File: config.mk
export PLATFORM = sky130hd
export DESIGN_NAME = instr_cache
export DESIGN_NICKNAME = d
export VERILOG_FILES = /design/src/hdl/cache_pkg.sv /design/src/hdl/instr_cache.sv
export VERILOG_INCLUDE_DIRS = /design/src /design/src/include
export SDC_FILE = /design/constraint.sdc
export NUM_CORES = 1
export LEC_CHECK = 0
export ABC_AREA = 1
export BUFFER_PORTS_ARGS = -buffer_cell sky130_fd_sc_hd__buf_2
export CORE_MARGIN = 2
export CORE_UTILIZATION = 40
export CTS_CLUSTER_DIAMETER = 100
export CTS_CLUSTER_SIZE = 8
export DETAILED_ROUTE_END_ITERATION = 10
export HOLD_SLACK_MARGIN = 0.06
export SYNTH_ARGS = -nofsm -noshare
export SYNTH_HDL_FRONTEND = slang
export SYNTH_SLANG_ARGS = --single-unit
File: constraint.sdc
create_clock -name clk_i -period 3.35 [get_ports clk_i]
set_input_delay 0.1675 -clock clk_i [delete_from_list [all_inputs] [get_ports clk_i]]
set_output_delay 0.1675 -clock clk_i [all_outputs]
set_load 0.02 [all_outputs]
File: src/include/cache_cfg.svh
`ifndef CACHE_CFG_SVH
`define CACHE_CFG_SVH

// Lines per direct-mapped cache
`define CACHE_LINES 512

// Byte address split
`define CACHE_IDX 10:2
`define CACHE_TAG 18:11

// Upper address byte of the cached window
`define CACHE_BASE_HI 8'h40

`endif

File: src/hdl/cache_pkg.sv
`default_nettype none

package cache_pkg;

  // Data side CPU request
  typedef struct packed {
    logic        sel;
    logic        write;
    logic [31:0] addr;
    logic [31:0] wdata;
    logic [3:0]  wmask;
  } cpu_req_t;

  // Instruction fetch request
  typedef struct packed {
    logic        sel;
    logic [31:0] addr;
  } fetch_req_t;

  typedef struct packed {
    logic [31:0] addr;
    logic [31:0] wdata;
    logic        we;
  } mem_req_t;

  // Tag and data RAM write port
  typedef struct packed {
    logic        en;
    logic [8:0]  index;
    logic [7:0]  tag;
    logic [31:0] data;
  } ram_wr_t;

  typedef enum logic [2:0] {
    DC_IDLE,
    DC_LOOKUP,
    DC_FILL_WRITE,
    DC_MEM_READ,
    DC_MEM_WRITE,
    DC_DONE
  } dcache_state_e;

  typedef enum logic [1:0] {
    IC_IDLE,
    IC_LOOKUP,
    IC_MEM_READ,
    IC_DONE
  } icache_state_e;

  typedef enum logic [1:0] {
    OWN_NONE,
    OWN_DATA,
    OWN_INSTR
  } arb_owner_e;

endpackage

`default_nettype wire

File: src/hdl/instr_cache.sv
`timescale 1ns/1ps
`default_nettype none

`include "cache_cfg.svh"

module instr_cache (
  input  wire logic                  clk_i,
  input  wire logic                  rst_i,
  input  wire cache_pkg::fetch_req_t req_i,
  output logic [31:0]                rdata_o,
  output logic                       stall_o,
  output cache_pkg::mem_req_t        mem_req_o,
  output logic                       mem_valid_o,
  input  wire logic                  mem_ready_i,
  input  wire logic [31:0]           mem_rdata_i,
  output cache_pkg::ram_wr_t         ram_wr_o,
  output logic [8:0]                 ram_index_o,
  input  wire logic [7:0]            ram_tag_i,
  input  wire logic [31:0]           ram_data_i
);
  import cache_pkg::*;

  icache_state_e           state_q, state_d;
  logic [`CACHE_LINES-1:0] valid_q;
  logic [31:0]             data_q, data_d;
  logic [8:0]              index;
  logic                    fill;

  assign index = req_i.addr[`CACHE_IDX];
  assign fill  = (state_q == IC_MEM_READ) && mem_ready_i;

  always_comb begin
    state_d = state_q;
    data_d  = data_q;
    case (state_q)
      IC_IDLE: begin
        if (req_i.sel) begin
          state_d = valid_q[index] ? IC_LOOKUP : IC_MEM_READ;
        end
      end
      IC_LOOKUP: begin
        if (ram_tag_i == req_i.addr[`CACHE_TAG]) begin
          state_d = IC_DONE;
          data_d  = ram_data_i;
        end else begin
          state_d = IC_MEM_READ;
        end
      end
      IC_MEM_READ: begin
        if (mem_ready_i) begin
          state_d = IC_DONE;
          data_d  = mem_rdata_i;
        end
      end
      default: begin
        state_d = IC_IDLE;
      end
    endcase
  end

  // Read only, never writes memory
  assign mem_req_o.addr  = {req_i.addr[31:2], 2'b00};
  assign mem_req_o.wdata = '0;
  assign mem_req_o.we    = 1'b0;
  assign mem_valid_o     = (state_q == IC_MEM_READ);

  // Fill the RAM in the same cycle the word returns
  assign ram_index_o    = index;
  assign ram_wr_o.en    = fill;
  assign ram_wr_o.index = index;
  assign ram_wr_o.tag   = req_i.addr[`CACHE_TAG];
  assign ram_wr_o.data  = mem_rdata_i;

  assign rdata_o = data_q;
  assign stall_o = (state_d != IC_IDLE);

  always_ff @(posedge clk_i) begin
    if (rst_i) begin
      state_q <= IC_IDLE;
      valid_q <= '0;
    end else begin
      state_q <= state_d;
      if (fill) begin
        valid_q[index] <= 1'b1;
      end
    end
  end

  always_ff @(posedge clk_i) begin
    data_q <= data_d;
  end

endmodule

`default_nettype wire

==> flow_summary.yaml, run 1 <==
outcome:
  status: "finished clean"
placed_design:
  gp_congestion: 0.808
  dpl.cell_count: 4356
  dpl_cell_area_um2: 25700
  hpwl_um: 44400
  port_buffers: 202
flow_run:
  drv_cap: 0
clock_network:
  clk_pin_slew_ns: 0.05
  cts_setup_buffers: 0
  cts-htree-levels: 3
  clkLatencyLatePin_ns: 0.62
  cts_sinks: 546
  cts_made_buffers: 78
  root_buffer: "clkbuf_16"
  cts_tree: "done"
  cts_buffer_depth: 3
  cts-resized-gates: 0
critical_path:
  rr_endpoint: "rdata_o[13]$_DFFE_PP_"
  cp-endpoint: "stall_o"
  worstSetupStartpoint: "req_i[3]"
  cp_max_fo: 41
  start_kind: "input pin"
  reg2reg_depth: 8
  critPathRequiredTime_ns: 3.18
  criticalPathCategory: "in -> out"
  timing.rr.start: "state_q[0]$_SDFF_PP0_"
  reg2reg_slack_ns: 1.00
  arrival_ns: 2.91
  end_kind: "primary output"
timing:
  worst_pin_slew_ns: 0.868
  fin_worst_skew_ns: 0.0206
  period_share: 0.920
  period_minus_slack_ns: 3.08
  hold_violations: 0
  rsz0062_at_grt: "no"
  clock.fmax_mhz: 325
  maxSlewViolCount: 0
  slew-limit-headroom: 0.421
  setup-tns-final_ns: 0
  setup_violations: 0
floorplanning:
  row_count: 90
  core-area_um2: 60200
  initial_core_util: 0.404
  die_h_um: 251
  dieWidth_um: 251
  io_pins: 266
  dieArea_um2: 62900
power:
  switching_share: 0.252
  cell_internal_pwr_mw: 11.4
  power_density_nw_per_um2: 536
  ir_worst_vdd_mv: 0.328
  p_comb_frac: 0.095
  p_sw_mw: 3.84
  p_leak_nw: 11.9
  power_frac_seq: 0.442
  pwr-share-clk: 0.463
drt:
  ant_nets: 0
  via_per_inst: 4.98
  wl_per_cell_um: 16.7
  drt-initial-drc-count: 1893
  vias: 22500
  firstDrtPassIters: 7
  routed_wl_um: 75400
  drc: 0
yosys:
  netlist_area_um2: 24400
  synth_top_area_cell: "dfxtp_1"
  yosys_warnings: 0
  synth-seq-cells: 546
  avgSynthCellArea_um2: 6.79
  synth_top_area_frac: 0.423
  ys_seq_area_frac: 0.462
  netlist_instances: 3586
  yosysUniqueCellTypes: 23
  synth_area_leaders: "dfxtp_1 (42%), nand2_1 (20%), a21oi_1 (11%)"
finish:
  final_cells: 4519
  syn_to_final_growth_pct: 17.0
  drive_above_1_share: 0.114
  finalInstanceArea_um2: 28500
  fin_nets: 3833
  fill_cells: 6162
grt:
  grt_overflow: 0
  grt_max_degree: 118
  antenna_found_initial: 3
  grt_use_total: 0.234
  grt_pass1_wl_um: 116000
  grt_pass1_vias: 20300
hold_path:
  worstHoldPathType: "in -> reg"
[repair_timing]
action,CTS,global route
hold endpoints to repair,41,0
hold buffers,67,0
endpoints found under the setup margin,0,0
[registers in the layout, summed over array words and instances (netlist names)]
name	count
rdata_o	32
state_q	2
valid_q	512
[placed cells by master (no fill, tap or decap), types with 2 or more instances in the layout]
master and instances:
clkbuf_1 9, ha_1 4, nor2_1 466, buf_2 199
diode_2 2, buf_4 94, clkbuf_16 81, xnor2_1 8
o21ai_1 6, nand3_1 11, dlygate4sd3_1 67, nand2_1 1267
conb_1 35, nor2_4 18, dfxtp_1 514, buf_8 2
buf_12 23, edfxtp_1 32, a21oi_1 521, nor2_2 2
nor3_1 6, inv_1 199, o21ai_0 161, clkinv_8 2
[worst max-delay path, stage by stage]
cell	delay, ns
buf_4	0.35
inv_4	0.14
buf_12	0.19
buf_12	0.19
nand2_1	0.10
nand2_1	0.07
nand2_1	0.06
nand2_1	0.05
nor2_1	0.20
nor2_1	0.07
nor2_1	0.21
nand2_1	0.08
nand2_1	0.09
nand2_1	0.06
nor2_1	0.09
nand2_1	0.16
nand2_1	0.13
nand2_1	0.06
nand2_1	0.05
nand2_1	0.04
nand2_1	0.07
nand2_1	0.05
buf_2	0.16
[metrics by stage]
| step | setup WS, ns | util | hold WS, ns | total power, mW |
|---|---|---|---|---|
| floorplan | 0.196 | - | 0.346 | 7.76 |
| global placement | 0.372 | 0.427 | 0.335 | 8.17 |
| detailed placement | 0.378 | 0.427 | 0.335 | 8.17 |
| CTS | 0.367 | 0.473 | 0.110 | 15.4 |
| global route | 0.149 | 0.473 | 0.187 | 15.8 |
| finish | 0.270 | 0.473 | 0.147 | 15.3 |
[cells by family (layout without fill, tap and decap cells)]
| kind of cell | count (synthesis) | in the layout | synth area share |
|---|---|---|---|
| DFF | 546 | 546 | 0.462 |
| AOI/OAI and AO/OA | 690 | 690 | 0.142 |
| buffers and inverters | 565 | 680 | 0.117 |
| xor gates and xnor gates | 8 | 8 | 0.00288 |
| other | 1 | 37 | 0.000154 |
| and+or+nand+nor | 1772 | 1772 | 0.274 |
| adders and majority gates | 4 | 4 | 0.00206 |
[cell usage after synthesis]
library cell	number
clkbuf_1	174
a211oi_1	1
ha_1	4
nand2_1	1267
a21oi_1	522
buf_1	18
nor2_1	484
inv_1	200
buf_4	128
nor3_1	6
edfxtp_1	32
nor4_1	1
o21ai_1	6
buf_6	29
o21ai_0	161
nor2_2	2
conb_1	1
xnor2_1	8
buf_2	15
inv_2	1
nand2_2	1
nand3_1	11
dfxtp_1	514
[worst min-delay path by stage]
| stage | from | end | cells past startpoint | slack [ns] |
|---|---|---|---|---|
| finish | ram_tag_i[0] | state_q[0]$_SDFF_PP0_ | 10 | 0.15 |
| global route | ram_tag_i[0] | state_q[0]$_SDFF_PP0_ | 10 | 0.19 |
| CTS | ram_tag_i[0] | state_q[0]$_SDFF_PP0_ | 10 | 0.11 |
| detailed placement | req_i[19] | mem_req_o[52] | 0 | 0.34 |
| global placement | req_i[19] | mem_req_o[52] | 0 | 0.34 |
| floorplan | ram_data_i[0] | rdata_o[0]$_DFFE_PP_ | 2 | 0.35 |
[power by group through the flow]
stage | Sequential [mW] | Clock (mW) | Combinational, mW
after floorplan | 7.01 | 0 | 0.755
after global placement | 6.88 | 0 | 1.29
after detailed placement | 6.89 | 0 | 1.29
after CTS | 6.75 | 7.23 | 1.44
after global routing | 6.76 | 7.49 | 1.55
final | 6.76 | 7.07 | 1.45
[layer usage]
metal,GRT usage,vias to the layer above,part of all wire
li1,-,11300,-
met1,0.312,10300,0.45
met2,0.385,782,0.46
met3,0.0390,139,0.068
met4,0.0777,0,0.028
met5,0,-,0
[layout make-up]
class	instances	area, µm²	share of cell area
Sequential cell	546	11300	0.395
Multi-Input combinational cell	2509	10500	0.370
Timing Repair Buffer	385	2860	0.100
Clock buffer	90	2060	0.0723
Tap cell	782	978	0.0343
Inverter	201	757	0.0266
Clock inverter	4	50.0	0.00176
Antenna cell	2	5.00	0.000176
No activity file was read; power rests on OpenSTA's default activity.
==> run 2: changes to the inputs <==
BUFFER_PORTS_ARGS = unset   (was -buffer_cell sky130_fd_sc_hd__buf_2)
CTS_BUF_LIST = sky130_fd_sc_hd__clkbuf_2 sky130_fd_sc_hd__clkbuf_4 sky130_fd_sc_hd__clkbuf_8   (was unset)
DONT_BUFFER_PORTS = 1   (was unset)
==> run 2 against run 1 <==
Critical endpoint unchanged. Utilization up 1.7 points. First-iteration DRC count up 9.5%. Total power down 18%. Clock power down 33%. Critical path type unchanged. Non-clock buffer count up 91. Highest routed layer unchanged. Largest cell class unchanged.
==> flow_summary.yaml, run 2 (synthesis gave the netlist of run 1 again) <==
critical_path:
  cp_common_cell: "nand2_1"
  start_kind: "input pin"
  reg2reg_depth: 10
  crit_slowest_cell: "inv_2"
  cp_max_fo: 408
  cp_cell_sequence: "inv_2 -> buf_12 -> nand2_1 -> nand2_1 -> nand2_1 -> nand2_1 -> nand2_1 -> nand2_1 -> nor2_1 -> nor2_1 -> nor2_1 -> nand2_1 -> nand2_1 -> nand2_1 -> nor2_1 -> nand2_1 -> nand2_1 -> nand2_1 -> nand2_1 -> nand2_1 -> nand2_1 -> nand2_1"
  path_buf_inv: 2
  critPathRequiredTime_ns: 3.18
  slowest_delay_ns: 0.50
  cp_top_family: "simple AND/OR/NAND/NOR gates"
  rr_endpoint: "valid_q[284]$_SDFFE_PP0P_"
  reg2reg_slack_ns: 0.24
  end_kind: "primary output"
  arrival_ns: 2.95
  criticalPathCategory: "in -> out"
  timing.rr.start: "state_q[0]$_SDFF_PP0_"
  cp.depth: 22
hold_path:
  holdPathEnd: "valid_q[140]$_SDFFE_PP0P_"
  min_from: "rst_i"
  worstHoldPathType: "in -> reg"
  worst_hold_path.num_cells: 2
floorplanning:
  dieArea_um2: 62900
  dieWidth_um: 251
  initial_core_util: 0.404
  core-area_um2: 60200
  die_h_um: 251
  row_count: 90
  io_pins: 266
finish:
  regMostFlops: "valid_q"
  syn_to_final_growth_pct: 21.2
  final_cells: 4613
  fin_nets: 3924
  final_common_cell: "nand2_1"
  mostFrequentLayoutCells: "nand2_1 (1267), a21oi_1 (521), dfxtp_1 (514)"
  largest_register_ffs: 512
  drive_above_1_share: 0.0518
  fill_cells: 6047
clock_network:
  root_buffer: "clkbuf_8"
  cts_tree: "done"
  cts-htree-levels: 3
  clk_pin_slew_ns: 0.06
  clkLatencyLatePin_ns: 0.68
  cts_buffer_depth: 3
  cts_made_buffers: 78
  cts_sinks: 546
timing:
  slew-limit-headroom: 0.389
  rsz0062_at_grt: "no"
  clock.fmax_mhz: 321
  hold_violations: 0
  setup-tns-final_ns: 0
  fin_worst_skew_ns: 0.0266
  maxSlewViolCount: 0
  finalWorstSetupSlack_ns: 0.233
  period_minus_slack_ns: 3.12
  setup_violations: 0
  worst_pin_slew_ns: 0.914
  period_share: 0.930
drt:
  ant_nets: 0
  via_per_inst: 4.95
  routed_wl_um: 76200
  vias: 22800
  firstDrtPassIters: 5
  drt-initial-drc-count: 2072
  drc: 0
  wl_per_cell_um: 16.5
outcome:
  status: "finished clean"
power:
  p_comb_frac: 0.066
  p_leak_nw: 12.7
  cell_internal_pwr_mw: 9.28
  p_sw_mw: 3.18
  power_density_nw_per_um2: 422
  power_frac_seq: 0.552
  switching_share: 0.255
  ir_worst_vdd_mv: 0.324
  pwr-share-clk: 0.381
flow_run:
  drv_cap: 0
grt:
  grt_use_total: 0.237
  antenna_found_initial: 9
  grt_overflow: 0
  grt_max_degree: 409
  grt_pass1_wl_um: 118000
  grt_pass1_vias: 21000
placed_design:
  place_ws_ns: 0.576
  dpl.cell_count: 4118
  port_buffers: 0
  hpwl_um: 39700
  gp_congestion: 0.788
## run 2: changes by cell type in the layout (fill, tap and decap cells not counted), moves of 2 or more
cell,previous run,this run
buf_12,23,15
clkbuf_4,0,5
clkbuf_16,81,0
buf_8,2,0
buf_2,199,0
diode_2,2,9
clkinv_8,2,0
clkinvlp_4,0,2
clkbuf_1,9,0
buf_4,94,67
dlygate4sd3_1,67,393
clkbuf_8,0,81
## run 2: layout make-up
class / count / area, µm² / area share
diodes: 9 / 22.5 / 0.000763
clock inverters: 4 / 57.6 / 0.00195
well taps: 782 / 978 / 0.0331
inverters: 201 / 761 / 0.0258
flip-flops and latches: 546 / 11300 / 0.381
multi-input cells: 2509 / 10500 / 0.357
clock buffers: 86 / 1150 / 0.0390
repair buffers: 476 / 4760 / 0.161
## run 2: power by group through the flow
stage / combinational (mW) / clock [mW] / sequential (mW)
4_1_cts: 0.807 / 4.88 / 6.88
3_5_place_dp: 0.605 / 0 / 7.03
2_1_floorplan: 0.755 / 0 / 7.01
3_3_place_gp: 0.601 / 0 / 7.03
6_report: 0.826 / 4.75 / 6.88
5_1_grt: 0.888 / 5.13 / 6.88
## run 2: metrics by stage
stage	cell area (µm²)	utilization	hold slack, ns	power, mW
final	29500	0.490	0.0903	12.5
after global routing	29500	0.490	0.102	12.9
after CTS	29500	0.489	0.0636	12.6
after detailed placement	24300	0.404	0.288	7.63
after global placement	24300	0.404	0.281	7.63
after floorplan	24500	-	0.346	7.76
## run 2: what timing repair did
| action | 4_1_cts | 5_1_grt |
|---|---|---|
| hold buffers | 394 | 0 |
| endpoints found under the setup margin | 0 | 1 |
| resized for setup | 0 | 1 |
| hold endpoints to repair | 546 | 0 |
| buffers inserted | 0 | 2 |
## run 2: worst max path at each step
stage / from / end / slack [ns]
floorplan: state_q[0]$_SDFF_PP0_ / rdata_o[0]$_DFFE_PP_ / 0.20
global placement: req_i[4] / stall_o / 0.57
detailed placement: req_i[4] / stall_o / 0.58
CTS: req_i[5] / stall_o / 0.04
global route: state_q[0]$_SDFF_PP0_ / valid_q[398]$_SDFFE_PP0P_ / 0.04
finish: req_i[2] / stall_o / 0.23
## run 2: metal layers
metal	global-route usage	vias to the layer above	part of all wire
met5	0	-	0
met4	0.0825	0	0.030
met3	0.0486	137	0.073
met2	0.387	723	0.46
met1	0.310	10500	0.44
li1	-	11400	-
==> run 3: changes to the inputs <==
GPL_TIMING_DRIVEN = 0   (was unset)
==> run 3 against run 2 <==
Clock skew increased by 0.012 ns. Combinational power increased by 80%. Highest routed layer unchanged. Final area decreased by 6.7%. Largest cell class unchanged. Sequential power about the same. Count of clock-buffer cells in the layout decreased by 1. Critical endpoint is now valid_q[340]$_SDFFE_PP0P_.
==> flow_summary.yaml, run 3 (synthesis gave the netlist of run 1 again) <==
outcome:
  status: "finished clean"
grt:
  grt_overflow: 0
  grt_pass1_wl_um: 150000
  grt_use_total: 0.327
  antenna_found_initial: 6
  grt_pass1_vias: 22100
  grt_max_degree: 30
drt:
  wl_per_cell_um: 22.9
  drc: 0
  firstDrtPassIters: 6
  routed_wl_um: 105000
  drt-initial-drc-count: 3471
  via_per_inst: 5.43
  vias: 24900
  ant_nets: 0
finish:
  fin_nets: 3893
  final_cells: 4578
  finalInstanceArea_um2: 27600
  syn_to_final_growth_pct: 13.1
  regMostFlops: "valid_q"
  fill_cells: 6384
  drive_above_1_share: 0.0834
  largest_register_ffs: 512
  final_common_cell: "nand2_1"
  mostFrequentLayoutCells: "nand2_1 (1266), a21oi_1 (521), dfxtp_1 (514)"
timing:
  worst_pin_slew_ns: 1.34
  clock.fmax_mhz: 306
  setup_violations: 0
  period_share: 0.977
  maxSlewViolCount: 0
  hold_ws_ns: 0.148
  hold_violations: 0
  period_minus_slack_ns: 3.27
  slew-limit-headroom: 0.109
  fin_worst_skew_ns: 0.0383
  rsz0062_at_grt: "no"
power:
  p_leak_nw: 11.3
  power_density_nw_per_um2: 476
  ir_worst_vdd_mv: 0.319
  power_mw: 13.1
clock_network:
  clkLatencyLatePin_ns: 0.71
  cts_sinks: 546
  root_buffer: "clkbuf_8"
  clk_pin_slew_ns: 0.07
  cts-htree-levels: 3
  cts_made_buffers: 78
  cts_buffer_depth: 3
  cts_setup_buffers: 0
  cts_tree: "done"
floorplanning:
  io_pins: 266
  die_h_um: 251
  core-area_um2: 60200
  dieWidth_um: 251
  row_count: 90
  dieArea_um2: 62900
  initial_core_util: 0.404
critical_path:
  arrival_ns: 3.88
  end_kind: "flop"
  start_kind: "flop"
  cp_max_fo: 10
  critPathRequiredTime_ns: 3.96
  criticalPathCategory: "reg -> reg"
placed_design:
  dpl.cell_count: 4403
  hpwl_um: 69400
  gp_congestion: 0.974
  dpl_cell_area_um2: 25500
  port_buffers: 0
flow_run:
  drv_cap: 0
hold_path:
  worstHoldPathType: "in -> reg"
-- run 3: changes by cell type in the layout (fill, tap and decap cells not counted), moves of 14 or more --
cell           delta
dlygate4sd3_1   -313
clkbuf_1        +131
buf_4            +61
clkbuf_2         +46
buf_6            +29
nor2_4           -17
nor2_1           +16
buf_12           -14
-- run 3: power by group --
group,total [mW],internal (mW),switching (mW)
clock,4.73,2.17,2.56
combinational,1.49,0.429,1.06
sequential,6.89,6.71,0.172
-- run 3: layer usage --
layer | track usage | up-vias | wire [µm]
met3 | 0.0729 | 358 | 12400
met2 | 0.506 | 1672 | 45200
li1 | - | 11400 | -
met1 | 0.423 | 11500 | 40800
met4 | 0.182 | 0 | 6610
met5 | 0 | - | 0
-- run 3: worst paths after layout --
path | slack (ns) | depth (start not counted) | from | end
max | 0.08 | 10 | state_q[0]$_SDFF_PP0_ | valid_q[340]$_SDFFE_PP0P_
min | 0.15 | 5 | req_i[3] | valid_q[489]$_SDFFE_PP0P_
max reg2reg | 0.08 | 10 | state_q[0]$_SDFF_PP0_ | valid_q[340]$_SDFFE_PP0P_
min reg2reg | 0.45 | 2 | valid_q[92]$_SDFFE_PP0P_ | valid_q[92]$_SDFFE_PP0P_
-- run 3: cell type report --
type | instances | area [µm²] | share of cell area
clock inverter | 2 | 16.3 | 0.000590
timing repair buffer | 81 | 821 | 0.0298
inverter | 201 | 754 | 0.0274
buffer | 364 | 2160 | 0.0784
multi-input combinational | 2509 | 10400 | 0.378
clock buffer | 85 | 1130 | 0.0411
sequential | 546 | 11300 | 0.408
tap | 782 | 978 | 0.0355
antenna | 8 | 20.0 | 0.000727
-- run 3: worst max-delay path, cell delays in order (launching register included) --
cell      delay [ns]
dfxtp_1         0.35
inv_1           0.09
ha_1            0.31
clkbuf_1        0.33
nand2_1         0.08
inv_1           0.23
nand2_1         0.21
nor2_1          0.70
clkbuf_2        0.61
nand2_1         0.14
a21oi_1         0.14
-- run 3: stage by stage --
step	TNS, ns	util	worst slack, ns
5_1_grt	0	0.457	0.000298
3_3_place_gp	-37.58	0.423	-0.716
6_report	0	0.457	0.0784
3_5_place_dp	-21.09	0.423	-0.327
2_1_floorplan	0	-	0.196
4_1_cts	0	0.456	0.00421
-- run 3: repair_timing --
| item | 4_1_cts | 5_1_grt |
|---|---|---|
| gates resized for setup | 15 | 98 |
| endpoints found under the setup margin | 66 | 178 |
| hold buffers | 80 | 0 |
| hold endpoints to repair | 77 | 0 |
| pin swaps | 0 | 0 |
