[config.mk]
export PLATFORM = sky130hd
export DESIGN_NAME = mem_arbiter
export DESIGN_NICKNAME = d
export VERILOG_FILES = /design/src/include/cache_cfg.svh /design/src/hdl/cache_pkg.sv /design/src/hdl/mem_arbiter.sv
export SDC_FILE = /design/constraint.sdc
export NUM_CORES = 1
export LEC_CHECK = 0
export BUFFER_PORTS_ARGS = -buffer_cell sky130_fd_sc_hd__buf_4
export CORE_AREA = 4 4 113 115
export DETAILED_ROUTE_END_ITERATION = 16
export DIE_AREA = 0 0 117 119
export PLACE_DENSITY = 0.5
export SLEW_MARGIN = 20
export SYNTH_ARGS = -nofsm -noshare
export SYNTH_HDL_FRONTEND = slang
export SYNTH_SLANG_ARGS = --single-unit
[constraint.sdc]
create_clock -name clk_i -period 1.6 [get_ports clk_i]
set_input_delay 0.08 -clock clk_i [delete_from_list [all_inputs] [get_ports clk_i]]
set_output_delay 0.08 -clock clk_i [all_outputs]
set_load 0.01 [all_outputs]
[src/include/cache_cfg.svh]
`ifndef CACHE_CFG_SVH
`define CACHE_CFG_SVH

// Lines per direct-mapped cache
`define CACHE_LINES 512

// Byte address split
`define CACHE_IDX 10:2
`define CACHE_TAG 18:11

// Upper address byte of the cached window
`define CACHE_BASE_HI 8'h40

`endif

[src/hdl/cache_pkg.sv]
`default_nettype none

package cache_pkg;

  // Data side CPU request
  typedef struct packed {
    logic        sel;
    logic        write;
    logic [31:0] addr;
    logic [31:0] wdata;
    logic [3:0]  wmask;
  } cpu_req_t;

  // Instruction fetch request
  typedef struct packed {
    logic        sel;
    logic [31:0] addr;
  } fetch_req_t;

  typedef struct packed {
    logic [31:0] addr;
    logic [31:0] wdata;
    logic        we;
  } mem_req_t;

  // Tag and data RAM write port
  typedef struct packed {
    logic        en;
    logic [8:0]  index;
    logic [7:0]  tag;
    logic [31:0] data;
  } ram_wr_t;

  typedef enum logic [2:0] {
    DC_IDLE,
    DC_LOOKUP,
    DC_FILL_WRITE,
    DC_MEM_READ,
    DC_MEM_WRITE,
    DC_DONE
  } dcache_state_e;

  typedef enum logic [1:0] {
    IC_IDLE,
    IC_LOOKUP,
    IC_MEM_READ,
    IC_DONE
  } icache_state_e;

  typedef enum logic [1:0] {
    OWN_NONE,
    OWN_DATA,
    OWN_INSTR
  } arb_owner_e;

endpackage

`default_nettype wire

[src/hdl/mem_arbiter.sv]
`timescale 1ns/1ps
`default_nettype none

module mem_arbiter (
  input  wire logic                clk_i,
  input  wire logic                rst_i,
  input  wire cache_pkg::mem_req_t d_req_i,
  input  wire logic                d_valid_i,
  output logic                     d_ready_o,
  output logic [31:0]              d_rdata_o,
  input  wire cache_pkg::mem_req_t i_req_i,
  input  wire logic                i_valid_i,
  output logic                     i_ready_o,
  output logic [31:0]              i_rdata_o,
  input  wire logic [31:0]         rdata_i,
  output cache_pkg::mem_req_t      mem_req_o,
  output logic                     mem_valid_o,
  input  wire logic                mem_ready_i
);
  import cache_pkg::*;

  arb_owner_e owner_q;
  arb_owner_e grant;
  logic       last_data_q;

  // Data first, but instruction side goes next after a data transfer
  always_comb begin
    grant = owner_q;
    if (owner_q == OWN_NONE) begin
      if (d_valid_i && (!i_valid_i || !last_data_q)) begin
        grant = OWN_DATA;
      end else if (i_valid_i) begin
        grant = OWN_INSTR;
      end
    end
  end

  always_comb begin
    mem_req_o   = '0;
    mem_valid_o = 1'b0;
    case (grant)
      OWN_DATA: begin
        mem_req_o   = d_req_i;
        mem_valid_o = d_valid_i;
      end
      OWN_INSTR: begin
        mem_req_o   = i_req_i;
        mem_valid_o = i_valid_i;
      end
      default: begin
      end
    endcase
  end

  assign d_ready_o = (grant == OWN_DATA) && mem_ready_i;
  assign i_ready_o = (grant == OWN_INSTR) && mem_ready_i;
  assign d_rdata_o = (grant == OWN_DATA) ? rdata_i : '0;
  assign i_rdata_o = (grant == OWN_INSTR) ? rdata_i : '0;

  // Ownership held until the ready pulse
  always_ff @(posedge clk_i) begin
    if (rst_i) begin
      owner_q     <= OWN_NONE;
      last_data_q <= 1'b0;
    end else begin
      owner_q <= mem_ready_i ? OWN_NONE : grant;
      if (mem_ready_i && (grant != OWN_NONE)) begin
        last_data_q <= (grant == OWN_DATA);
      end
    end
  end

endmodule

`default_nettype wire

==> impl_metrics.prom, run 1 <==
# TYPE chip_impl_metric gauge
chip_impl_metric{name="post-route-period-util",unit="%"} 124.9
chip_impl_metric{name="hold_slack_final",unit="ps"} 27.69
chip_impl_metric{name="finalHoldViolations",unit=""} 0
chip_impl_metric{name="ctsHtreeMaxLevel",unit=""} 1
chip_impl_metric{name="first_global_vias",unit=""} 3166
chip_impl_metric{name="fp.coreArea",unit="sq mm"} 0.01181
chip_impl_metric{name="synth_cells",unit=""} 246
chip_impl_metric{name="n_antenna_cell",unit=""} 0
chip_impl_metric{name="numPlacedInstances",unit=""} 675
chip_impl_info{name="yosysMostFrequentCell",value="sky130_fd_sc_hd__nor2b_1"} 1
chip_impl_metric{name="p_per_area",unit="mW/mm^2"} 535.1
chip_impl_metric{name="timing.fmax",unit="MHz"} 500.6
chip_impl_metric{name="standard_cell_rows",unit=""} 40
chip_impl_info{name="failed_checks",value="negative setup slack"} 1
chip_impl_metric{name="routed-via-count",unit=""} 3085
chip_impl_metric{name="dpl.hpwl",unit="um"} 8185
chip_impl_metric{name="p_leak",unit="nW"} 2.466
chip_impl_info{name="biggest_area_consumer_among_synthesized_cells",value="sky130_fd_sc_hd__a22oi_1"} 1
chip_impl_metric{name="areaGrowthSynthToFinish",unit="%"} 194.2
chip_impl_metric{name="syn-cell-area",unit="sq mm"} 0.001772
chip_impl_metric{name="cts_max_path_buffers",unit=""} 2
chip_impl_metric{name="placement.io_buffers",unit=""} 298
chip_impl_metric{name="slew_headroom",unit="%"} 86.42
chip_impl_metric{name="grt_pass1_wl",unit="um"} 16610
chip_impl_metric{name="gr-usage-all-layers",unit="%"} 15.22
chip_impl_info{name="critical_path.slowest_cell",value="sky130_fd_sc_hd__dfxtp_2"} 1
chip_impl_info{name="outcome",value="finished, violations left"} 1
chip_impl_metric{name="dpl-instance-area",unit="sq mm"} 0.004098
chip_impl_info{name="end_kind",value="output port"} 1
chip_impl_metric{name="synthesis.nets",unit=""} 416
chip_impl_metric{name="nFillCells",unit=""} 1152
chip_impl_metric{name="drt_drc_violations_left",unit=""} 0
chip_impl_metric{name="first_pass_iters",unit=""} 6
chip_impl_metric{name="cap_viol_max_count",unit=""} 0
chip_impl_metric{name="crit_fanout",unit=""} 16
chip_impl_info{name="cts_tree",value="done"} 1
chip_impl_metric{name="clock_skew",unit="ps"} 1.427
chip_impl_info{name="crit_start_category",value="flip-flop"} 1
chip_impl_metric{name="stdcell_area",unit="sq mm"} 0.005213
chip_impl_metric{name="drive_gt1_share",unit="%"} 76.66
chip_impl_metric{name="tritoncts_buffers",unit=""} 3
chip_impl_metric{name="syn_area_per_cell",unit="sq um"} 7.202
chip_impl_metric{name="critical_path_arrival",unit="ps"} 1920
chip_impl_info{name="rsz_0062_raised_after_global_routing",value="yes"} 1
chip_impl_metric{name="asyncSetResetFlopFracSynth",unit="%"} 0
chip_impl_info{name="synth_ff_type",value="sky130_fd_sc_hd__dfxtp_1"} 1
chip_impl_metric{name="period_minus_slack",unit="ps"} 1998
chip_impl_metric{name="synth-warning-count",unit=""} 0
chip_impl_metric{name="die_area",unit="sq mm"} 0.01392
chip_impl_metric{name="clock_latency_late_sink",unit="ps"} 220
chip_impl_info{name="critical_path.cell_chain",value="nand2b_4 -> a31oi_4 -> buf_4 -> ha_4 -> buf_12 -> buf_12 -> a22oi_1 -> nor2b_1 -> buf_4"} 1
chip_impl_metric{name="routability_congestion_estimate",unit=""} 0.8042
chip_impl_metric{name="floorplan.initialDensity",unit="%"} 15.00
chip_impl_metric{name="total_area_of_multi_input_combinational_cells",unit="sq mm"} 0.001782
chip_impl_metric{name="ioPinCount",unit=""} 299
chip_impl_metric{name="timing.final.ws_setup",unit="ps"} -397.6
chip_impl_metric{name="final_nets",unit=""} 728
chip_impl_metric{name="initial_antenna_violation_count",unit=""} 0
chip_impl_metric{name="tightest_slew",unit="ps"} 203.7
chip_impl_metric{name="ys_seq_elements",unit=""} 3
chip_impl_metric{name="synth_edf_count",unit=""} 0
chip_impl_metric{name="synth.distinct_cells",unit=""} 19
chip_impl_metric{name="seqCellArea",unit="sq um"} 62.56
chip_impl_metric{name="tritoncts_num_sinks",unit=""} 3
chip_impl_metric{name="cts.reportedPaths.clkPinSlew",unit="ps"} 30
chip_impl_metric{name="yosys.area.top_type_share",unit="%"} 27.97
chip_impl_metric{name="peakVddDrop",unit="mV"} 0.2748
chip_impl_metric{name="slowest_delay",unit="ps"} 320
chip_impl_info{name="hold_path_class",value="primary input to flip-flop"} 1
chip_impl_metric{name="portion_of_the_post_synthesis_area_used_by_sequential_elements",unit="%"} 3.390
chip_impl_metric{name="via_per_inst",unit=""} 4.382
chip_impl_metric{name="detail_route.wirelength",unit="um"} 12470
chip_impl_info{name="area_contributors_post_synth",value="sky130_fd_sc_hd__a22oi_1 (28%), sky130_fd_sc_hd__nor2b_1 (24%), sky130_fd_sc_hd__and2_1 (20%)"} 1
chip_impl_metric{name="grt_start_max_net_pins",unit=""} 29
chip_impl_info{name="cts.root.buffer_cell",value="sky130_fd_sc_hd__clkbuf_16"} 1
chip_impl_metric{name="dieWidth",unit="um"} 117
chip_impl_metric{name="utilization",unit="%"} 44.13
chip_impl_metric{name="grt.overflow.total",unit=""} 0
chip_impl_metric{name="cts_hold_buffers",unit=""} 0
chip_impl_metric{name="die_y",unit="um"} 119
chip_impl_metric{name="fin_setup_tns",unit="ps"} -44750
chip_impl_metric{name="finalSetupViolations",unit=""} 133
chip_impl_info{name="synth.top_cells.by_count",value="sky130_fd_sc_hd__nor2b_1 (67), sky130_fd_sc_hd__a22oi_1 (66), sky130_fd_sc_hd__and2_1 (56), sky130_fd_sc_hd__and2_4 (10), sky130_fd_sc_hd__buf_4 (9)"} 1
chip_impl_metric{name="post_drt_wl_per_cell",unit="um"} 17.71
chip_impl_metric{name="final_antenna_net_count",unit=""} 0
chip_impl_info{name="setup.worst_path.class",value="flip-flop to output port"} 1
chip_impl_metric{name="drt_iter0_drc",unit=""} 87
chip_impl_metric{name="finalNonFillerCells",unit=""} 704
chip_impl_metric{name="report.final.slew_viol_count",unit=""} 0
chip_impl_metric{name="timing.critical_path.required",unit="ps"} 1520
[critical path, delay by kind of cell, from the launching register on]
| family | cells | cell delay (ps) |
|---|---|---|
| AO/OA/AOI/OAI | 2 | 330 |
| buffers and inverters | 4 | 570 |
| adder cells (fa/ha/maj) | 1 | 170 |
| flip-flops | 1 | 320 |
| AND/OR/NAND/NOR | 2 | 290 |
[cell usage in the layout, fill, tap and decap left out, types with 2 or more instances in the layout]
cell | netlist | final
sky130_fd_sc_hd__buf_12 | 0 | 14
sky130_fd_sc_hd__dfxtp_2 | 0 | 2
sky130_fd_sc_hd__ha_4 | 0 | 3
sky130_fd_sc_hd__and2_1 | 56 | 36
sky130_fd_sc_hd__buf_6 | 4 | 44
sky130_fd_sc_hd__a22oi_1 | 66 | 21
sky130_fd_sc_hd__buf_16 | 0 | 7
sky130_fd_sc_hd__buf_4 | 9 | 266
sky130_fd_sc_hd__inv_1 | 4 | 2
sky130_fd_sc_hd__nor2b_1 | 67 | 63
sky130_fd_sc_hd__nor3_1 | 2 | 2
sky130_fd_sc_hd__clkbuf_16 | 0 | 6
sky130_fd_sc_hd__and2_4 | 10 | 30
sky130_fd_sc_hd__nor2b_2 | 0 | 4
sky130_fd_sc_hd__a22oi_2 | 0 | 45
[cells by family after synthesis]
logic type	count (synthesis)	synth area share [%]
muxes	1	0.5650
DFF	3	3.390
and+or+nand+nor	138	49.72
buffers and inverters	33	15.54
adders and majority gates	3	2.119
AOI/OAI and AO/OA	68	28.67
[registers in the layout, summed over array words and instances, names as in the netlist]
register,cells
last_data_q,1
owner_q,2
[per-stage QoR]
step	worst slack, ps	total power [W]
final	-397.6	0.002789
after global routing	-474.1	0.002945
after CTS	-349.8	0.002665
after detailed placement	-358.5	0.001761
after global placement	-343.1	0.001747
after floorplan	35.47	0.0009070
[layout make-up]
class	count	area share (%)
clock buffer	4	1.512
inverter	4	0.3361
multi-input combinational	210	34.18
sequential	3	1.200
tap	147	3.529
timing repair buffer	336	59.24
[metal layers]
| metal | up-vias | global-route usage (%) | wire (um) |
|---|---|---|---|
| li1 | 1476 | - | - |
| met1 | 1431 | 16.21 | 4622 |
| met2 | 172 | 30.87 | 6715 |
| met3 | 6 | 2.541 | 1033 |
| met4 | 0 | 2.007 | 97 |
| met5 | - | 0 | 0 |
[where the power goes]
| part | switching, W | internal (W) |
|---|---|---|
| clock network | 0.0000666 | 0.000329 |
| logic | 0.000925 | 0.00139 |
| registers | 0.00000358 | 0.0000803 |
| total | 0.000995 | 0.00179 |
[path summary, 6_finish.rpt]
path               startpoint             to  slack [ps]  depth (start not counted)
setup / recovery  last_data_q  mem_req_o[49]        -400                          9
hold / removal          rst_i     owner_q[1]          30                          2
setup reg to reg  last_data_q    last_data_q         -70                         10
hold reg to reg   last_data_q    last_data_q         520                          2
[timing repair]
action,4_1_cts,5_1_grt
gates resized for setup,108,41
setup buffers,3,10
cloned,10,4
pin swaps,2,3
endpoints found under the setup margin,133,132
(Power assumes the default switching activity.)
==> inputs of run 2 (changes only) <==
CELL_PAD_IN_SITES_DETAIL_PLACEMENT = 0   (was default)
CELL_PAD_IN_SITES_GLOBAL_PLACEMENT = 1   (was default)
CORE_AREA = default   (was 4 4 113 115)
CORE_MARGIN = 4   (was default)
CORE_UTILIZATION = 14   (was default)
DIE_AREA = default   (was 0 0 117 119)
MAX_ROUTING_LAYER = met4   (was default)
PLACE_DENSITY = 0.76   (was 0.5)
==> run 2 against run 1 <==
  * Sequential share of layout area grew 0.098 points
  * Wire length fell by 15%
  * Die area up 4.3%
  * Critical path type unchanged
  * Non-clock buffer count shrank 14
  * Highest routed layer unchanged
  * Clock power is essentially flat
  * The run still ends with negative setup slack left
  * Sequential power about the same
==> impl_metrics.prom, run 2 (synthesis results as in run 1) <==
# TYPE chip_impl_metric gauge
chip_impl_info{name="outcome",value="finished, violations left"} 1
chip_impl_info{name="failed_checks",value="negative setup slack"} 1
chip_impl_metric{name="nFillCells",unit=""} 1224
chip_impl_metric{name="report.final.slew_viol_count",unit=""} 0
chip_impl_metric{name="n_antenna_cell",unit=""} 0
chip_impl_metric{name="die_area",unit="sq mm"} 0.01452
chip_impl_info{name="layout_commonest_cell",value="sky130_fd_sc_hd__buf_4"} 1
chip_impl_metric{name="tritoncts_num_sinks",unit=""} 3
chip_impl_info{name="rr_startpoint",value="last_data_q"} 1
chip_impl_info{name="hp-start",value="rst_i"} 1
chip_impl_metric{name="cts.reportedPaths.clkPinSlew",unit="ps"} 30
chip_impl_metric{name="finalSetupViolations",unit=""} 132
chip_impl_metric{name="floorplan.initialDensity",unit="%"} 14.51
chip_impl_info{name="crit_start_category",value="flip-flop"} 1
chip_impl_metric{name="ctsHtreeMaxLevel",unit=""} 1
chip_impl_info{name="timing.hold.worst_endpoint",value="last_data_q"} 1
chip_impl_metric{name="timing.critical_path.required",unit="ps"} 1520
chip_impl_metric{name="clock_latency_late_sink",unit="ps"} 220
chip_impl_metric{name="period_minus_slack",unit="ps"} 1884
chip_impl_metric{name="cts_max_path_buffers",unit=""} 2
chip_impl_info{name="rsz_0062_raised_after_global_routing",value="yes"} 1
chip_impl_metric{name="grt_util_met3",unit="%"} 2.198
chip_impl_info{name="cts.root.buffer_cell",value="sky130_fd_sc_hd__clkbuf_16"} 1
chip_impl_metric{name="fp.coreArea",unit="sq mm"} 0.01221
chip_impl_metric{name="utilization",unit="%"} 39.46
chip_impl_metric{name="routed-via-count",unit=""} 2967
chip_impl_metric{name="p_leak",unit="nW"} 2.326
chip_impl_info{name="end_kind",value="output port"} 1
chip_impl_info{name="worst_setup_path_startpoint",value="last_data_q"} 1
chip_impl_metric{name="dpl.hpwl",unit="um"} 8149
chip_impl_metric{name="areaGrowthSynthToFinish",unit="%"} 172.0
chip_impl_metric{name="final_antenna_net_count",unit=""} 0
chip_impl_metric{name="dieWidth",unit="um"} 120.5
chip_impl_info{name="worstReg2RegEnd",value="last_data_q"} 1
chip_impl_metric{name="drt_iter0_drc",unit=""} 94
chip_impl_metric{name="first_pass_iters",unit=""} 4
chip_impl_metric{name="timing.final.ws_setup",unit="ps"} -284.5
chip_impl_metric{name="finalHoldViolations",unit=""} 0
chip_impl_metric{name="timing.fmax",unit="MHz"} 530.6
chip_impl_metric{name="max_ffs_per_register",unit=""} 2
chip_impl_metric{name="drt_drc_violations_left",unit=""} 0
chip_impl_metric{name="die_y",unit="um"} 120.5
chip_impl_metric{name="grt.overflow.total",unit=""} 0
chip_impl_metric{name="critical_path_arrival",unit="ps"} 1800
chip_impl_metric{name="routability_congestion_estimate",unit=""} 0.7858
chip_impl_info{name="setup.worst_path.class",value="flip-flop to output port"} 1
chip_impl_metric{name="clock_skew",unit="ps"} 3.332
chip_impl_info{name="gr-max-usage-layer",value="met2"} 1
chip_impl_info{name="layout_common_cells",value="sky130_fd_sc_hd__buf_4 (277), sky130_fd_sc_hd__nor2b_1 (60), sky130_fd_sc_hd__a22oi_1 (46), sky130_fd_sc_hd__and2_4 (39), sky130_fd_sc_hd__buf_6 (28)"} 1
chip_impl_metric{name="gr-usage-all-layers",unit="%"} 12.74
chip_impl_metric{name="tritoncts_buffers",unit=""} 3
chip_impl_metric{name="post_drt_wl_per_cell",unit="um"} 14.85
chip_impl_metric{name="post-route-period-util",unit="%"} 117.8
chip_impl_metric{name="global_route.usage.met1",unit="%"} 13.67
chip_impl_metric{name="standard_cell_rows",unit=""} 40
chip_impl_metric{name="tightest_slew",unit="ps"} 216.3
chip_impl_metric{name="post-layout-total-power",unit="W"} 0.002431
chip_impl_metric{name="worst_r2r_path_cells",unit=""} 8
chip_impl_metric{name="via_per_inst",unit=""} 4.173
chip_impl_metric{name="detail_route.wirelength",unit="um"} 10560
chip_impl_metric{name="ff2ff_setup_slack",unit="ps"} 130
chip_impl_metric{name="crit_fanout",unit=""} 21
chip_impl_metric{name="grt_pass1_wl",unit="um"} 15060
chip_impl_metric{name="peakVddDrop",unit="mV"} 0.2282
chip_impl_metric{name="initial_antenna_violation_count",unit=""} 0
chip_impl_metric{name="slew_headroom",unit="%"} 85.58
chip_impl_info{name="top_regs",value="owner_q x2, last_data_q x1"} 1
chip_impl_metric{name="hold_depth",unit=""} 2
chip_impl_info{name="cts_tree",value="done"} 1
chip_impl_info{name="hold_path_class",value="primary input to flip-flop"} 1
chip_impl_metric{name="placement.io_buffers",unit=""} 298
chip_impl_metric{name="hold_slack_final",unit="ps"} 35.99
chip_impl_metric{name="p_per_area",unit="mW/mm^2"} 504.5
chip_impl_metric{name="ioPinCount",unit=""} 299
chip_impl_metric{name="drive_gt1_share",unit="%"} 73.66
chip_impl_metric{name="first_global_vias",unit=""} 3027
chip_impl_metric{name="grt.met2_usage",unit="%"} 24.83
chip_impl_info{name="top_register",value="owner_q"} 1
chip_impl_metric{name="final_nets",unit=""} 714
chip_impl_metric{name="cap_viol_max_count",unit=""} 0
chip_impl_metric{name="grt_start_max_net_pins",unit=""} 41
==> run 2: how the worst max path moves through the flow <==
stage | endpoint | slack (ps) | depth (start not counted)
3_3_place_gp | mem_req_o[62] | -210 | 9
3_5_place_dp | mem_req_o[62] | -250 | 9
5_1_grt | mem_req_o[8] | -370 | 9
6_report | mem_req_o[0] | -280 | 9
2_1_floorplan | i_rdata_o[21] | 40 | 8
4_1_cts | i_rdata_o[4] | -290 | 9
==> run 2: worst max-delay path, stage by stage (launching register included) <==
cell and delay, ps:
sky130_fd_sc_hd__dfxtp_2 320, sky130_fd_sc_hd__nand2b_4 150, sky130_fd_sc_hd__a31oi_4 150, sky130_fd_sc_hd__buf_6 140, sky130_fd_sc_hd__inv_4 30, sky130_fd_sc_hd__ha_4 220
sky130_fd_sc_hd__buf_12 180, sky130_fd_sc_hd__a22oi_1 180, sky130_fd_sc_hd__nor2b_2 60, sky130_fd_sc_hd__buf_4 140
==> run 2: power by group <==
part           switching [W]  total (W)  leakage (nW)  internal (W)
combinational       0.000785    0.00195          2.26       0.00117
clock              0.0000666   0.000395        0.0382      0.000329
sequential        0.00000339  0.0000837        0.0254     0.0000803
==> run 2: timing repair <==
item,4_1_cts,5_1_grt
pin swaps,4,24
resized for setup,56,52
hold buffers,0,0
gates cloned,4,3
setup buffers,5,2
setup endpoints to repair,132,132
==> run 2: layout make-up <==
cell class | instances | area [sq um] | share of cell area (%)
Clock buffer | 4 | 78.83 | 1.636
Inverter | 4 | 17.52 | 0.3635
Multi-Input combinational cell | 210 | 1687 | 35.00
Sequential cell | 3 | 62.56 | 1.298
Tap cell | 168 | 210.2 | 4.363
Timing Repair Buffer | 322 | 2763 | 57.34
==> run 2: per-stage QoR <==
stage	area (sq um)	std cells	worst slack, ps	setup TNS, ps
after global routing	4818	711	-373.9	-38000
after floorplan	1772	246	35.47	0
after detailed placement	4121	694	-247.2	-10380
after CTS	4569	707	-287.6	-27850
final	4818	711	-284.5	-28140
after global placement	4121	694	-214.0	-6403
==> run 2: routing by layer <==
metal / routed length (um) / up-vias
met3: 895 / 10
li1: - / 1442
met2: 5819 / 173
met5: 0 / -
met4: 106 / 0
met1: 3736 / 1342
==> inputs of run 3 (changes only) <==
clock period = 1.7 ns   (was 1.6 ns; I/O delays follow)
==> run 3 against run 2 <==
  * The run still ends with negative setup slack left
  * Sequential share of layout area hardly changed
  * Design area is 4.2% higher
  * Clock-buffer cell count stayed put
  * Clock power is 3% lower
  * Combinational power is 2% higher
  * Sequential cell count stayed put
  * Largest cell class unchanged
==> impl_metrics.prom, run 3 (synthesis results as in run 1) <==
# TYPE chip_impl_metric gauge
chip_impl_info{name="outcome",value="finished, violations left"} 1
chip_impl_info{name="failed_checks",value="negative setup slack"} 1
chip_impl_metric{name="first_pass_iters",unit=""} 4
chip_impl_metric{name="slowest_delay",unit="ps"} 320
chip_impl_metric{name="pwr-share-comb",unit="%"} 81.1
chip_impl_metric{name="crit_fanout",unit=""} 10
chip_impl_metric{name="ff2ff_setup_slack",unit="ps"} 70
chip_impl_metric{name="timing.final.ws_setup",unit="ps"} -239.3
chip_impl_metric{name="clock_latency_late_sink",unit="ps"} 230
chip_impl_metric{name="drt_drc_violations_left",unit=""} 0
chip_impl_metric{name="p_switching",unit="W"} 0.0008893
chip_impl_metric{name="worst_r2r_path_cells",unit=""} 9
chip_impl_metric{name="final_antenna_net_count",unit=""} 0
chip_impl_metric{name="cts.reportedPaths.clkPinSlew",unit="ps"} 30
chip_impl_metric{name="timing.fmax",unit="MHz"} 515.6
chip_impl_info{name="cts_tree",value="done"} 1
chip_impl_metric{name="first_global_vias",unit=""} 3203
chip_impl_metric{name="numPlacedInstances",unit=""} 693
chip_impl_info{name="top_regs",value="owner_q x2, last_data_q x1"} 1
chip_impl_metric{name="max_ffs_per_register",unit=""} 2
chip_impl_metric{name="cap_viol_max_count",unit=""} 0
chip_impl_metric{name="cts_max_path_buffers",unit=""} 2
chip_impl_metric{name="drt_iter0_drc",unit=""} 74
chip_impl_metric{name="internal-power",unit="W"} 0.001567
chip_impl_metric{name="floorplan.initialDensity",unit="%"} 14.51
chip_impl_metric{name="grt.overflow.total",unit=""} 0
chip_impl_info{name="rsz_0062_raised_after_global_routing",value="yes"} 1
chip_impl_info{name="critical_path.cell_chain",value="nand2b_4 -> a31oi_4 -> buf_6 -> ha_4 -> buf_12 -> clkbuf_16 -> a22oi_1 -> nor2b_1 -> buf_4"} 1
chip_impl_metric{name="timing.critical_path.required",unit="ps"} 1620
chip_impl_info{name="gr-max-usage-layer",value="met2"} 1
chip_impl_metric{name="grt_util_met3",unit="%"} 2.479
chip_impl_metric{name="placement.io_buffers",unit=""} 298
chip_impl_metric{name="tritoncts_num_sinks",unit=""} 3
chip_impl_info{name="crit_start_category",value="flip-flop"} 1
chip_impl_metric{name="areaGrowthSynthToFinish",unit="%"} 183.3
chip_impl_metric{name="standard_cell_rows",unit=""} 40
chip_impl_metric{name="via_per_inst",unit=""} 4.262
chip_impl_metric{name="dpl.hpwl",unit="um"} 8141
chip_impl_metric{name="grt_start_max_net_pins",unit=""} 27
chip_impl_info{name="hold_path_class",value="primary input to flip-flop"} 1
chip_impl_metric{name="slew_headroom",unit="%"} 86.77
chip_impl_metric{name="tightest_slew",unit="ps"} 198.4
chip_impl_metric{name="die_y",unit="um"} 120.5
chip_impl_metric{name="peakVddDrop",unit="mV"} 0.2254
chip_impl_metric{name="detail_route.wirelength",unit="um"} 11630
chip_impl_metric{name="finalHoldViolations",unit=""} 0
chip_impl_info{name="cts.root.buffer_cell",value="sky130_fd_sc_hd__clkbuf_16"} 1
chip_impl_metric{name="period_minus_slack",unit="ps"} 1939
chip_impl_metric{name="p_leak",unit="nW"} 2.370
chip_impl_metric{name="power_frac_seq",unit="%"} 3.3
chip_impl_metric{name="finalSetupViolations",unit=""} 132
chip_impl_metric{name="hold_slack_final",unit="ps"} 39.46
chip_impl_metric{name="hold_depth",unit=""} 2
chip_impl_metric{name="ioPinCount",unit=""} 299
chip_impl_metric{name="clkPwrFrac",unit="%"} 15.7
chip_impl_info{name="layout_common_cells",value="sky130_fd_sc_hd__buf_4 (276), sky130_fd_sc_hd__nor2b_1 (56), sky130_fd_sc_hd__a22oi_2 (44), sky130_fd_sc_hd__and2_1 (35), sky130_fd_sc_hd__buf_6 (33)"} 1
chip_impl_metric{name="routed-via-count",unit=""} 3056
chip_impl_info{name="setup.worst_path.class",value="flip-flop to output port"} 1
chip_impl_metric{name="post-layout-total-power",unit="W"} 0.002456
chip_impl_metric{name="gr-usage-all-layers",unit="%"} 13.87
chip_impl_info{name="end_kind",value="output port"} 1
chip_impl_metric{name="p_per_area",unit="mW/mm^2"} 489.4
chip_impl_metric{name="grt.met2_usage",unit="%"} 26.93
chip_impl_metric{name="final_nets",unit=""} 719
chip_impl_metric{name="post_drt_wl_per_cell",unit="um"} 16.22
chip_impl_metric{name="tritoncts_buffers",unit=""} 3
chip_impl_metric{name="routability_congestion_estimate",unit=""} 0.7883
chip_impl_metric{name="die_area",unit="sq mm"} 0.01452
chip_impl_metric{name="global_route.usage.met1",unit="%"} 13.84
chip_impl_metric{name="report.final.slew_viol_count",unit=""} 0
chip_impl_info{name="top_register",value="owner_q"} 1
chip_impl_info{name="layout_commonest_cell",value="sky130_fd_sc_hd__buf_4"} 1
chip_impl_metric{name="drive_gt1_share",unit="%"} 78.10
chip_impl_metric{name="ctsHtreeMaxLevel",unit=""} 1
chip_impl_metric{name="grt_pass1_wl",unit="um"} 15990
chip_impl_metric{name="initial_antenna_violation_count",unit=""} 1
chip_impl_metric{name="critical_path_arrival",unit="ps"} 1850
chip_impl_metric{name="dieWidth",unit="um"} 120.5
chip_impl_metric{name="cts_hold_buffers",unit=""} 0
chip_impl_metric{name="post-route-period-util",unit="%"} 114.1
chip_impl_metric{name="fp.coreArea",unit="sq mm"} 0.01221
chip_impl_metric{name="clock_skew",unit="ps"} 2.076
chip_impl_info{name="critical_path.slowest_cell",value="sky130_fd_sc_hd__dfxtp_2"} 1
chip_impl_metric{name="swShare",unit="%"} 36.21
chip_impl_metric{name="finalNonFillerCells",unit=""} 717
## run 3: critical path: cells and delay by family (launching register included)
kind	cells	cell delay (ps)
AO/OA/AOI/OAI	2	290
flip-flops	1	320
adder cells (fa/ha/maj)	1	160
AND/OR/NAND/NOR	2	270
buffers and inverters	4	580
## run 3: final timing paths
kind / from / endpoint
worst min register to register: last_data_q / last_data_q
worst max-delay path: last_data_q / mem_req_o[5]
worst max register to register: last_data_q / last_data_q
worst min-delay path: rst_i / last_data_q
## run 3: routing by layer
| metal | routed length [um] | part of all wire, % |
|---|---|---|
| met5 | 0 | 0 |
| met4 | 246 | 2.1 |
| met3 | 979 | 8.4 |
| met2 | 6417 | 55 |
| met1 | 3982 | 34 |
## run 3: what timing repair did
item | in CTS | in global routing
setup buffers | 10 | 5
endpoints found under the setup margin | 132 | 132
pin swaps | 4 | 7
cloned | 6 | 4
resized for setup | 99 | 40
## run 3: cell type report
cell class / count / area [sq um]
inverter: 4 / 15.01
clock buffer: 4 / 78.83
fill: 1234 / 7193
timing repair buffer: 327 / 2819
tap: 168 / 210.2
antenna: 1 / 2.502
multi-input combinational: 210 / 1829
sequential: 3 / 63.81
## run 3: power by group through the flow
stage                     clock, W  combinational, W  sequential (W)
final                     0.000385           0.00199       0.0000800
after global routing      0.000399           0.00213       0.0000807
after CTS                 0.000388           0.00189       0.0000793
after detailed placement         0           0.00156       0.0000783
after global placement           0           0.00155       0.0000777
after floorplan                  0          0.000776       0.0000775
## run 3: through the flow
| step | worst slack [ps] | cell area [sq um] | TNS (ps) | utilization (%) |
|---|---|---|---|---|
| final | -239.3 | 5019 | -21200 | 41.10 |
| after detailed placement | -159.4 | 4114 | -2000 | 33.69 |
| after CTS | -191.8 | 4858 | -18130 | 39.78 |
| after global routing | -293.7 | 5019 | -29810 | 41.10 |
| after global placement | -115.9 | 4114 | -138.9 | 33.69 |
| after floorplan | 130.5 | 1772 | 0 | - |
